$ cat config.mk
export PLATFORM = sky130hd
export DESIGN_NAME = scaler_cfggen
export DESIGN_NICKNAME = d
export VERILOG_FILES = /design/src/common/scaler_pkg.sv /design/src/scaler_cfggen/scaler_cfggen.sv /design/src/scaler_cfggen/hcfg_axis.sv /design/src/scaler_cfggen/vcfg_axis.sv /design/src/rtl/serial_divide.sv
export SDC_FILE = /design/constraint.sdc
export NUM_CORES = 2
export LEC_CHECK = 0
export ABC_CLOCK_PERIOD_IN_PS = 9000
export BUFFER_PORTS_ARGS = -buffer_cell sky130_fd_sc_hd__buf_2
export CORE_MARGIN = 2
export CORE_UTILIZATION = 55
export CTS_CLUSTER_DIAMETER = 60
export DETAILED_ROUTE_END_ITERATION = 10
export PLACE_DENSITY = 0.73
export SKIP_CTS_REPAIR_TIMING = 1
export SLEW_MARGIN = 0
export SYNTH_ARGS = -nofsm -noshare
export SYNTH_HDL_FRONTEND = slang
export SYNTH_SLANG_ARGS = --single-unit
$ cat constraint.sdc
create_clock -name SYS_CLK -period 9 [get_ports SYS_CLK]
set_input_delay 1.35 -clock SYS_CLK [delete_from_list [all_inputs] [get_ports SYS_CLK]]
set_output_delay 1.35 -clock SYS_CLK [all_outputs]
set_load 0.005 [all_outputs]
$ cat src/common/scaler_pkg.sv
package scaler_pkg;

  localparam int DIVIDEND_W = 18;
  localparam int FRAC_W     = 17;  // fraction bits dropped by the rounding stage
  localparam int DIV_CNT_W  = 5;

  typedef logic [1:0]            vid_cfg_t;   // video preset code
  typedef logic [9:0]            vline_t;     // console line or pixel count / position
  typedef logic [10:0]           vout_t;      // output line count
  typedef logic [11:0]           hout_t;      // output pixel count
  typedef logic [DIVIDEND_W-1:0] interp_t;    // reciprocal quotient
  typedef logic [2:0]            wait_cnt_t;
  typedef logic [DIV_CNT_W-1:0]  div_cnt_t;

  // product widths of the two multiply stages
  localparam int INV_W   = DIVIDEND_W + $bits(vline_t);
  localparam int VPROD_W = INV_W + $bits(vout_t);
  localparam int HPROD_W = INV_W + $bits(hout_t);

  localparam interp_t DIVIDEND = interp_t'(1) << FRAC_W;  // 2^17

  localparam vline_t LINES_NTSC  = 10'd240;
  localparam vline_t LINES_PAL   = 10'd288;
  localparam vline_t PIXELS_FULL = 10'd640;

  localparam vline_t BOXED_OFS_PROG = 10'd24;
  localparam vline_t BOXED_OFS_INTL = 10'd48;

  // active output size per preset
  localparam vout_t VACTIVE_TAB [4] = '{11'd480, 11'd720, 11'd960, 11'd1080};
  localparam hout_t HACTIVE_TAB [4] = '{12'd640, 12'd1280, 12'd1280, 12'd1920};

  localparam wait_cnt_t WAIT_CYCLES = 3'd4;  // covers the four pipeline stages

  typedef enum logic [1:0] {
    ST_RDY     = 2'b00,
    ST_DIVWAIT = 2'b01,
    ST_WAIT    = 2'b10,
    ST_OUT     = 2'b11
  } cfg_state_e;

endpackage
$ cat src/scaler_cfggen/scaler_cfggen.sv
`timescale 1ns/100ps

module scaler_cfggen (
  input  logic                 SYS_CLK,
  input  logic                 rst_n_i,
  input  logic                 palmode_i,
  input  logic                 palmode_boxed_i,
  input  logic                 use_interlaced_full_i,
  input  logic                 nvideblur_i,
  input  scaler_pkg::vid_cfg_t video_config_i,
  input  scaler_pkg::vout_t    vlines_out_i,
  input  scaler_pkg::hout_t    hpixels_out_i,
  output scaler_pkg::vline_t   vpos_1st_rdline_o,
  output scaler_pkg::vline_t   vlines_in_needed_o,
  output scaler_pkg::vline_t   vlines_in_full_o,
  output scaler_pkg::vout_t    vlines_out_o,
  output scaler_pkg::interp_t  v_interp_factor_o,
  output scaler_pkg::vline_t   hpos_1st_rdpixel_o,
  output scaler_pkg::vline_t   hpixels_in_needed_o,
  output scaler_pkg::vline_t   hpixels_in_full_o,
  output scaler_pkg::hout_t    hpixels_out_o,
  output scaler_pkg::interp_t  h_interp_factor_o
);

  import scaler_pkg::*;

  logic  pal_l, boxed_l, intl_l, nvb_l;  // modes, only updated while the axis idles
  logic  trig_v, trig_h;                 // toggle on every accepted mode change
  logic  v_idle, h_idle;
  vout_t vactive_q;
  hout_t hactive_q;
  vout_t vsize_q;
  hout_t hsize_q;

  always_ff @(posedge SYS_CLK or negedge rst_n_i) begin
    if (!rst_n_i) begin
      pal_l   <= 1'b0;
      boxed_l <= 1'b0;
      intl_l  <= 1'b0;
      nvb_l   <= 1'b0;
      trig_v  <= 1'b0;
      trig_h  <= 1'b0;
    end else begin
      if (v_idle && ({palmode_i, palmode_boxed_i, use_interlaced_full_i} !=
                     {pal_l, boxed_l, intl_l})) begin
        pal_l   <= palmode_i;
        boxed_l <= palmode_boxed_i;
        intl_l  <= use_interlaced_full_i;
        trig_v  <= ~trig_v;
      end
      if (h_idle && (nvideblur_i != nvb_l)) begin
        nvb_l  <= nvideblur_i;
        trig_h <= ~trig_h;
      end
    end
  end

  // preset decode and output sizes share one stage with the mode latches
  always_ff @(posedge SYS_CLK) begin
    vactive_q <= VACTIVE_TAB[video_config_i];
    hactive_q <= HACTIVE_TAB[video_config_i];
    vsize_q   <= vlines_out_i;
    hsize_q   <= hpixels_out_i;
  end

  vcfg_axis u_vcfg (
    .SYS_CLK            (SYS_CLK),
    .rst_n_i            (rst_n_i),
    .trig_i             (trig_v),
    .pal_i              (pal_l),
    .boxed_i            (boxed_l),
    .intl_i             (intl_l),
    .vactive_i          (vactive_q),
    .vlines_out_i       (vsize_q),
    .idle_o             (v_idle),
    .vpos_1st_rdline_o  (vpos_1st_rdline_o),
    .vlines_in_needed_o (vlines_in_needed_o),
    .vlines_in_full_o   (vlines_in_full_o),
    .vlines_out_o       (vlines_out_o),
    .v_interp_factor_o  (v_interp_factor_o)
  );

  hcfg_axis u_hcfg (
    .SYS_CLK             (SYS_CLK),
    .rst_n_i             (rst_n_i),
    .trig_i              (trig_h),
    .nvideblur_i         (nvb_l),
    .hactive_i           (hactive_q),
    .hpixels_out_i       (hsize_q),
    .idle_o              (h_idle),
    .hpos_1st_rdpixel_o  (hpos_1st_rdpixel_o),
    .hpixels_in_needed_o (hpixels_in_needed_o),
    .hpixels_in_full_o   (hpixels_in_full_o),
    .hpixels_out_o       (hpixels_out_o),
    .h_interp_factor_o   (h_interp_factor_o)
  );

endmodule

$ cat src/scaler_cfggen/hcfg_axis.sv
`timescale 1ns/100ps

module hcfg_axis (
  input  logic                SYS_CLK,
  input  logic                rst_n_i,
  input  logic                trig_i,
  input  logic                nvideblur_i,
  input  scaler_pkg::hout_t   hactive_i,
  input  scaler_pkg::hout_t   hpixels_out_i,
  output logic                idle_o,
  output scaler_pkg::vline_t  hpos_1st_rdpixel_o,
  output scaler_pkg::vline_t  hpixels_in_needed_o,
  output scaler_pkg::vline_t  hpixels_in_full_o,
  output scaler_pkg::hout_t   hpixels_out_o,
  output scaler_pkg::interp_t h_interp_factor_o
);

  import scaler_pkg::*;

  cfg_state_e state;
  wait_cnt_t  wait_cnt;
  logic       pending;
  logic       trig_q, nvb_q;
  hout_t      act_q, size_q;
  logic       change;

  logic       div_start, div_busy, div_done;
  interp_t    quot;

  vline_t     full;
  logic [INV_W-1:0]          inv_q;
  logic [HPROD_W-1:0]        prod_q;
  logic [HPROD_W-FRAC_W-1:0] resmax_q;
  vline_t     needed_q, full_q, first_q;

  assign idle_o = (state == ST_RDY);
  assign change = pending || (trig_i != trig_q) || (hactive_i != act_q) ||
                  (hpixels_out_i != size_q);
  assign full   = nvb_q ? PIXELS_FULL : PIXELS_FULL >> 1;  // blur halves the pixel count

  always_ff @(posedge SYS_CLK) begin
    inv_q    <= quot * full;
    prod_q   <= inv_q * act_q;
    resmax_q <= prod_q[HPROD_W-1:FRAC_W] + prod_q[FRAC_W-1];
    needed_q <= (resmax_q < full) ? vline_t'(resmax_q) : full;
    full_q   <= full;
    first_q  <= (resmax_q < full) ? (full - vline_t'(resmax_q)) >> 1 : '0;
  end

  always_ff @(posedge SYS_CLK or negedge rst_n_i) begin
    if (!rst_n_i) begin
      state               <= ST_RDY;
      wait_cnt            <= '0;
      pending             <= 1'b1;
      div_start           <= 1'b0;
      trig_q              <= 1'b0;
      nvb_q               <= 1'b0;
      act_q               <= '0;
      size_q              <= '0;
      hpos_1st_rdpixel_o  <= '0;
      hpixels_in_needed_o <= '0;
      hpixels_in_full_o   <= '0;
      hpixels_out_o       <= '0;
      h_interp_factor_o   <= '0;
    end else begin
      div_start <= 1'b0;
      case (state)
        ST_RDY: begin
          if (change && !div_busy) begin
            state     <= ST_DIVWAIT;
            div_start <= 1'b1;
            pending   <= 1'b0;
            trig_q    <= trig_i;
            nvb_q     <= nvideblur_i;
            act_q     <= hactive_i;
            size_q    <= hpixels_out_i;
          end
        end
        ST_DIVWAIT: begin
          if (div_done) begin
            state    <= ST_WAIT;
            wait_cnt <= WAIT_CYCLES;
          end
        end
        ST_WAIT: begin
          if (wait_cnt == '0) begin
            state <= ST_OUT;
          end else begin
            wait_cnt <= wait_cnt - 1'b1;
          end
        end
        default: begin  // ST_OUT
          state               <= ST_RDY;
          hpos_1st_rdpixel_o  <= first_q;
          hpixels_in_needed_o <= needed_q;
          hpixels_in_full_o   <= full_q;
          hpixels_out_o       <= size_q;
          h_interp_factor_o   <= quot;
        end
      endcase
    end
  end

  serial_divide u_div (
    .SYS_CLK    (SYS_CLK),
    .rst_n_i    (rst_n_i),
    .start_i    (div_start),
    .divisor_i  (size_q),
    .quotient_o (quot),
    .busy_o     (div_busy),
    .done_o     (div_done)
  );

  // divider latency bounds the wait for done
  assert property (@(posedge SYS_CLK) disable iff (!rst_n_i)
    $rose(state == ST_DIVWAIT) |-> ##[1:20] (state != ST_DIVWAIT))
    else $error("horizontal axis stuck waiting for the divider");

endmodule

$ cat src/scaler_cfggen/vcfg_axis.sv
`timescale 1ns/100ps

module vcfg_axis (
  input  logic                SYS_CLK,
  input  logic                rst_n_i,
  input  logic                trig_i,
  input  logic                pal_i,
  input  logic                boxed_i,
  input  logic                intl_i,
  input  scaler_pkg::vout_t   vactive_i,
  input  scaler_pkg::vout_t   vlines_out_i,
  output logic                idle_o,
  output scaler_pkg::vline_t  vpos_1st_rdline_o,
  output scaler_pkg::vline_t  vlines_in_needed_o,
  output scaler_pkg::vline_t  vlines_in_full_o,
  output scaler_pkg::vout_t   vlines_out_o,
  output scaler_pkg::interp_t v_interp_factor_o
);

  import scaler_pkg::*;

  cfg_state_e state;
  wait_cnt_t  wait_cnt;
  logic       pending;  // one run after reset without any input change
  logic       trig_q, pal_q, boxed_q, intl_q;
  vout_t      act_q, size_q;
  logic       change;

  logic       div_start, div_busy, div_done;
  interp_t    quot;

  vline_t     full_ntsc, full_pal, full;
  vline_t     first_normal, first_boxed;
  logic [INV_W-1:0]          inv_q;
  logic [VPROD_W-1:0]        prod_q;
  logic [VPROD_W-FRAC_W-1:0] resmax_q;
  vline_t     needed_q, full_q, first_q;

  assign idle_o = (state == ST_RDY);
  assign change = pending || (trig_i != trig_q) || (vactive_i != act_q) ||
                  (vlines_out_i != size_q);

  assign full_ntsc = intl_q ? vline_t'(2 * LINES_NTSC) : LINES_NTSC;
  assign full_pal  = intl_q ? vline_t'(2 * LINES_PAL) : LINES_PAL;
  assign full      = (pal_q && !boxed_q) ? full_pal : full_ntsc;

  assign first_normal = (resmax_q < full) ? (full - vline_t'(resmax_q)) >> 1 : '0;
  // boxed PAL centres small pictures in the PAL frame, large ones get a fixed offset
  assign first_boxed  = (resmax_q < full_ntsc) ? (full_pal - vline_t'(resmax_q)) >> 1 :
                        (intl_q ? BOXED_OFS_INTL : BOXED_OFS_PROG);

  always_ff @(posedge SYS_CLK) begin
    inv_q    <= quot * full;                                        // stage 1
    prod_q   <= inv_q * act_q;                                      // stage 2
    resmax_q <= prod_q[VPROD_W-1:FRAC_W] + prod_q[FRAC_W-1];        // stage 3, round
    needed_q <= (resmax_q < full) ? vline_t'(resmax_q) : full;      // stage 4, clamp
    full_q   <= full;
    first_q  <= (pal_q && boxed_q) ? first_boxed : first_normal;
  end

  always_ff @(posedge SYS_CLK or negedge rst_n_i) begin
    if (!rst_n_i) begin
      state              <= ST_RDY;
      wait_cnt           <= '0;
      pending            <= 1'b1;
      div_start          <= 1'b0;
      trig_q             <= 1'b0;
      pal_q              <= 1'b0;
      boxed_q            <= 1'b0;
      intl_q             <= 1'b0;
      act_q              <= '0;
      size_q             <= '0;
      vpos_1st_rdline_o  <= '0;
      vlines_in_needed_o <= '0;
      vlines_in_full_o   <= '0;
      vlines_out_o       <= '0;
      v_interp_factor_o  <= '0;
    end else begin
      div_start <= 1'b0;
      case (state)
        ST_RDY: begin
          if (change && !div_busy) begin
            state     <= ST_DIVWAIT;
            div_start <= 1'b1;
            pending   <= 1'b0;
            trig_q    <= trig_i;  // snapshot the latest values
            pal_q     <= pal_i;
            boxed_q   <= boxed_i;
            intl_q    <= intl_i;
            act_q     <= vactive_i;
            size_q    <= vlines_out_i;
          end
        end
        ST_DIVWAIT: begin
          if (div_done) begin
            state    <= ST_WAIT;
            wait_cnt <= WAIT_CYCLES;
          end
        end
        ST_WAIT: begin
          if (wait_cnt == '0) begin
            state <= ST_OUT;
          end else begin
            wait_cnt <= wait_cnt - 1'b1;
          end
        end
        default: begin  // ST_OUT, all outputs move together
          state              <= ST_RDY;
          vpos_1st_rdline_o  <= first_q;
          vlines_in_needed_o <= needed_q;
          vlines_in_full_o   <= full_q;
          vlines_out_o       <= size_q;
          v_interp_factor_o  <= quot;
        end
      endcase
    end
  end

  serial_divide u_div (
    .SYS_CLK    (SYS_CLK),
    .rst_n_i    (rst_n_i),
    .start_i    (div_start),
    .divisor_i  ({1'b0, size_q}),
    .quotient_o (quot),
    .busy_o     (div_busy),
    .done_o     (div_done)
  );

  assert property (@(posedge SYS_CLK) disable iff (!rst_n_i) div_start |-> !div_busy)
    else $error("vertical divider started while busy");
  assert property (@(posedge SYS_CLK) disable iff (!rst_n_i) div_start |-> (size_q != '0))
    else $error("vertical divider started with a zero divisor");

endmodule

$ cat src/rtl/serial_divide.sv
`timescale 1ns/100ps

module serial_divide (
  input  logic                SYS_CLK,
  input  logic                rst_n_i,
  input  logic                start_i,
  input  scaler_pkg::hout_t   divisor_i,
  output scaler_pkg::interp_t quotient_o,
  output logic                busy_o,
  output logic                done_o
);

  import scaler_pkg::*;

  div_cnt_t               cnt;    // remaining quotient bits
  hout_t                  rem;    // partial remainder, always below the divisor
  interp_t                dvd;    // dividend bits not yet shifted in
  interp_t                quot;
  logic [$bits(hout_t):0] trial;
  logic                   fits;

  assign trial = {rem, dvd[DIVIDEND_W-1]};
  assign fits  = (trial >= {1'b0, divisor_i});

  always_ff @(posedge SYS_CLK or negedge rst_n_i) begin
    if (!rst_n_i) begin
      cnt    <= '0;
      rem    <= '0;
      dvd    <= '0;
      quot   <= '0;
      done_o <= 1'b0;
    end else begin
      done_o <= 1'b0;
      if (start_i && (cnt == '0)) begin
        cnt <= div_cnt_t'(DIVIDEND_W);
        rem <= '0;
        dvd <= DIVIDEND;
      end else if (cnt != '0) begin
        cnt    <= cnt - 1'b1;
        rem    <= fits ? hout_t'(trial - {1'b0, divisor_i}) : hout_t'(trial);
        dvd    <= dvd << 1;
        quot   <= {quot[DIVIDEND_W-2:0], fits};  // msb first
        done_o <= (cnt == div_cnt_t'(1));        // last bit lands this edge
      end
    end
  end

  assign quotient_o = quot;
  assign busy_o     = (cnt != '0);

  // an accepted start yields one single-cycle done once every quotient bit is in
  assert property (@(posedge SYS_CLK) disable iff (!rst_n_i)
    (start_i && !busy_o) |=> !done_o [*DIVIDEND_W] ##1 done_o ##1 !done_o)
    else $error("divider done pulse missing, late or wider than one cycle");

endmodule

# After elaboration in Yosys (flattened, before gate mapping)
# Index checks and enable logic that the tools add are counted.
dict set report classes {
  add_sub_neg 11
  mul 4
  div_mod_pow 0
  n_lt_le_gt_ge 6
  n_eq_ne 22
  n_shift 0
  muxes 52
  bitwise 5
  reduce_logical 39
}
# cell n
set ops {}
lappend ops {{12-bit 2-to-1 mux} 8}
lappend ops {{18-bit 2-to-1 mux} 4}
lappend ops {{10-bit 2-to-1 mux} 7}
lappend ops {{18-bit by 10-bit multiplier with 28-bit output} 2}
lappend ops {{22-bit by 10-bit < comparator with 1-bit output} 2}
lappend ops {{28-bit by 12-bit multiplier with 40-bit output} 1}
lappend ops {{28-bit by 11-bit multiplier with 39-bit output} 1}
lappend ops {{10-bit subtractor} 3}
lappend ops {{12-bit binary-select mux with 2-bit select} 1}
lappend ops {{12-bit != test} 2}
lappend ops {{23-bit by 1-bit adder with 23-bit output} 1}
lappend ops {{23-bit by 10-bit < comparator with 1-bit output} 1}
lappend ops {{22-bit by 1-bit adder with 22-bit output} 1}
lappend ops {{11-bit binary-select mux with 2-bit select} 1}
lappend ops {{11-bit 2-to-1 mux} 2}
lappend ops {{11-bit != test} 2}
lappend ops {{5-bit 2-to-1 mux} 4}
lappend ops {{9-bit 2-to-1 mux} 2}
lappend ops {{13-bit by 11-bit greater-or-equal comparator with 1-bit output} 1}
lappend ops {{13-bit by 12-bit greater-or-equal comparator with 1-bit output} 1}
lappend ops {{2-bit 2-to-1 mux} 6}
lappend ops {{3-bit 2-to-1 mux} 4}
lappend ops {{2-bit case mux with 3 select lines} 2}
lappend ops {{3-bit case mux with 2 select lines} 2}
lappend ops {{27 further kinds} 78}
dict set report word_totals {
  regBits 583
  latch_bits 0
  mem_bits_rw 0
  rom_bits 0
  in_bits 31
  word_cells 199
  mem_count 0
}

# Depth between registers and ports, before layout
dict set report logic_depth {
  depth_word 7
  mapped_depth 25
}

# Modules after synthesis
# A second synthesis with hierarchy kept.
dict set report hier_totals {
  cells_unflattened 4161
  hier_area_um2 40247.4
}
# module instances cells_per_inst area_per_inst_um2 seq_area_each_um2
set by_module_without_submodules {}
lappend by_module_without_submodules {vcfg_axis 1 1890 18113.6 4060.1}
lappend by_module_without_submodules {hcfg_axis 1 1694 16628.4 3905.0}
lappend by_module_without_submodules {serial_divide 2 261 2302.2 925.9}
lappend by_module_without_submodules {scaler_cfggen 1 55 900.9 750.7}

# Worst setup path before layout
# OpenSTA, ideal clock, no wires.
dict set report synth_path {
  path_kind {register -> register}
  from {register u_vcfg.boxed_q}
  to {register u_vcfg.inv_q[21]}
  setup_time_ns 0.072
  t_arrival_ns 5.497
  required_ns 8.928
  path_slack_ns 3.431
  stages_incl_launch_ff 23
  n_path_buf 2
  synth_period_minus_slack_ns 5.569
  path_cell_list {dfrtp_1 > nand2b_1 > clkbuf_1 > inv_1 > ha_1 > clkbuf_1 > inv_1 > nand2_1 > fa_1 > fa_1 > fa_1 > inv_1 > ha_1 > ha_1 > ha_1 > fa_1 > a21o_1 > a21oi_1 > o211ai_1 > a41oi_1 > o21bai_1 > a21oi_1 > xnor2_1}
}
dict set report synth_via {
  elab_chain_len 4
}
# item line
set synth_lines {}
lappend synth_lines {{start: declaration} vcfg_axis.sv:25} ;# logic trig_q, pal_q, boxed_q, intl_q;
lappend synth_lines {{start signal: assignment} vcfg_axis.sv:88} ;# boxed_q <= boxed_i;
lappend synth_lines {{1-bit zero test} vcfg_axis.sv:45} ;# assign full = (pal_q && !boxed_q) ? full_pal : full_ntsc;
lappend synth_lines {{1-bit logical AND} vcfg_axis.sv:45}
lappend synth_lines {{10-bit 2-to-1 mux} vcfg_axis.sv:45}
lappend synth_lines {{named net u_vcfg.full[7]} vcfg_axis.sv:32} ;# vline_t full_ntsc, full_pal, full;
lappend synth_lines {{18-bit by 10-bit multiplier with 28-bit output} vcfg_axis.sv:53} ;# inv_q <= quot * full;
lappend synth_lines {{end signal: assignment} vcfg_axis.sv:53}
lappend synth_lines {{end: declaration} vcfg_axis.sv:34} ;# logic [INV_W-1:0] inv_q;
# The timed path passes the listed nets, and every way through them passes these cells.
# A chain may end at the register's enable or synchronous reset.

# Worst setup path after layout
dict set report layout_path {
  from {register u_vcfg.boxed_q}
  to {register u_vcfg.inv_q[27]}
}
# The elaborated chain is that of the path after synthesis.

==> impl_results.md <==
* Status: finished clean
* Setup_tns at 0 ps
* Crit path DAT at slightly above 7000 ps
* RSZ-0062 raised after global routing: no
* Multi-input logic area at between 0.02 and 0.025 mm^2
* EDFF count, synth at 0
* Share of cells above drive strength 1 at 12.67%
* Mean Syn Cell Area at around 10 um^2
* Synthesized cell area at about 0.032 mm^2
* N_diodes at 0
* Vias at about 21000
* Synth Area in Simple Gates at 12.81%
* Critical path fanouts, max at 23
* Critical R2R Launch: u_vcfg.boxed_q
* First-pass GRT wire length at between 100 and 150 mm
* Worst skew pair latency at just over 600 ps
* Max-cap violations at 0
* I/O pin cnt at 150
* Worst Hold Depth at 1
* Root buf cell: clkbuf_16
* Post-synth top area cell: dfrtp_1
* DIE HEIGHT at around 250 um
* Largest family of logic cells by synthesized area: adder cells
* Ys Warns at 0
* Syn Inst Count at roughly 3100
* # clock sinks at 450
* R2R depth at 21
* Top_reg_cell synth: dfrtp_1
* WP data required at ~9500 ps
* Part of the cycle the worst path needs at about 74%
* Worst R2R Setup Slack at 2330 ps
* Final-report max-slew violation count at 0
* First drt pass iteration count at 5
* Final setup vio count at 0
* Initial Util at between 50% and 60%
* Placer Congestion at approximately 0.84
* Max-Slew Margin vs Limit at 31.24%
* Mean number of vias per cell at 5.263
* Site Rows at between 80 and 90
* Drt total wl at ~62 mm
* DIE AREA at between 0.06 and 0.07 mm^2
* Post-synthesis mux area share at 5.523%
* Clock buffer depth at 3
* Post-synth top area share at 18.04%
* Synth Area in Compound Gates at around 7.2%
* Synth Area in Adders at a little under a third
* FILL cells at 4801
* Register area share after synthesis at a little under a third
* Reg clk slew, reported paths at 60 ps
* Iter 0 DRT Violations at ~1000
* Layout Skew at around 58 ps
* Routed WL per cell at approximately 15 um
* Antenna viol nets, final at 0
* Async S/R FF share, synth at a little over half
* Min-Delay Endpoint: u_vcfg.resmax_q[0]
* Vias in the first global route at 22207
* Core box area at 0.05869 mm^2
* Slew @ Worst Pin at approximately 1000 ps
* DRC violations left at 0
* Count leader, synth: ha_1
* CP Class: flip-flop to flip-flop
* Min Tclk post-route at roughly 6700 ps
* Die width at approximately 250 um
* Fmax at approximately 150 MHz
* CTS tree: done
* Worst Hold Launch: u_vcfg.prod_q[17]
* Largest cells by area after synthesis: dfrtp_1, ha_1, fa_1
* Startpoint types: flip-flop
* Count of cell types in the netlist at 83
* Antenna violations before repair at 1
* Top cells by count, synth: ha_1, inv_1, fa_1, and2_1, dfrtp_1
* GRT Overall Usage at about a fifth
* FF+latch count, synth at 450
* Synth Area in XOR/XNOR at between 5 and 6%
* Num CTS Buffers at between 50 and 60
* Largest net degree at the start of global routing at roughly 160
* Final hold viol count at 0
* H-tree depth at 2
* Setup crit end kind: flip-flop
* Total grt overflow at 0
* Dpl hpwl at slightly below 50 mm
* Storage element area at 0.01019 mm^2
* Area grow syn2layout at 9.585%
* Hold Path Class: flip-flop to flip-flop
* PortBufs at about 140
* Net count, final at 3957
* FF-to-FF End: u_vcfg.inv_q[27]
==> placed cells by master (no fill, tap or decap), types with 15 or more instances in the layout <==
master	synthesis	layout
nand2_1	230	230
buf_2	3	136
ha_1	414	412
o21ai_0	65	65
and2_1	244	244
dfxtp_1	214	214
xor2_1	75	75
mux2_1	16	16
or2_2	20	20
inv_1	410	410
and3_1	17	17
xnor2_1	117	117
a21o_1	34	34
dfrtp_1	234	234
o21a_1	15	15
mux2_2	133	133
nor4_1	22	22
fa_1	256	256
a21oi_1	127	127
nor2_1	96	96
nand4_1	19	19
nor2b_1	69	69
clkbuf_16	0	52
nand3_1	39	39
==> metal layers <==
| metal | vias to the layer above | part of all wire [%] | global-route usage (%) |
|---|---|---|---|
| li1 | 10470 | - | - |
| met1 | 10604 | 43 | 26.28 |
| met4 | 2 | 2.4 | 5.652 |
| met2 | 260 | 52 | 38.04 |
| met5 | - | 0.021 | 0 |
| met3 | 94 | 3.0 | 2.985 |
==> worst max path at each step <==
| stage | startpoint | to |
|---|---|---|
| detailed placement | u_vcfg.boxed_q | u_vcfg.inv_q[27] |
| global placement | u_vcfg.boxed_q | u_vcfg.inv_q[27] |
| floorplan | u_vcfg.boxed_q | u_vcfg.inv_q[21] |
| CTS | u_vcfg.boxed_q | u_vcfg.inv_q[27] |
| finish | u_vcfg.boxed_q | u_vcfg.inv_q[27] |
| global route | u_vcfg.boxed_q | u_vcfg.inv_q[27] |
==> stage by stage <==
step	instances	util, %	cell area [um^2]	setup slack [ps]	hold slack, ps
2_1_floorplan	3157	-	32510	3431	409.5
3_3_place_gp	3975	57.59	33800	2726	429.3
3_5_place_dp	3975	57.59	33800	2435	440.1
4_1_cts	4072	60.62	35580	2380	451.4
5_1_grt	4072	60.62	35580	1905	466.0
6_report	4072	60.62	35580	2329	444.8
==> registers in the layout (all words and copies together), names as in the netlist, 22 cells and up <==
signal / count
u_hcfg.resmax_q: 23
u_vcfg.prod_q: 23
u_hcfg.prod_q: 24
u_hcfg.inv_q: 22
u_vcfg.resmax_q: 22
u_vcfg.inv_q: 24
==> final cells by class <==
type                       count  share of cell area [%]
tap                          773                   2.719
clock inverter                22                  0.7386
multi-input combinational   2197                   57.15
timing repair buffer         144                   2.138
inverter                     411                   4.336
sequential                   450                   28.65
clock buffer                  75                   4.266
==> cells by family after synthesis <==
kind of cell / Yosys count
AO/OA/AOI/OAI: 360
AND/OR/NAND/NOR: 801
flip-flops: 450
adder cells (fa/ha/maj): 670
other: 2
buffers and inverters: 510
XOR/XNOR: 192
multiplexers: 160
==> worst max-delay path, stage by stage (launching register included) <==
cell and delay, ps:
dfrtp_1 400, nand2b_1 540, inv_1 300, ha_1 730, inv_1 210, nand2_1 140
fa_1 440, fa_1 500, fa_1 550, inv_1 40, ha_1 300, ha_1 310
ha_1 230, fa_1 410, a21o_1 190, a21oi_1 270, o211ai_1 190, nand2_1 150
o21a_1 210, o21ai_0 120, a21oi_1 190, xnor2_1 130
Power is not shown: default switching activity piles up to over one toggle a cycle in this logic, so the estimate is an artifact.
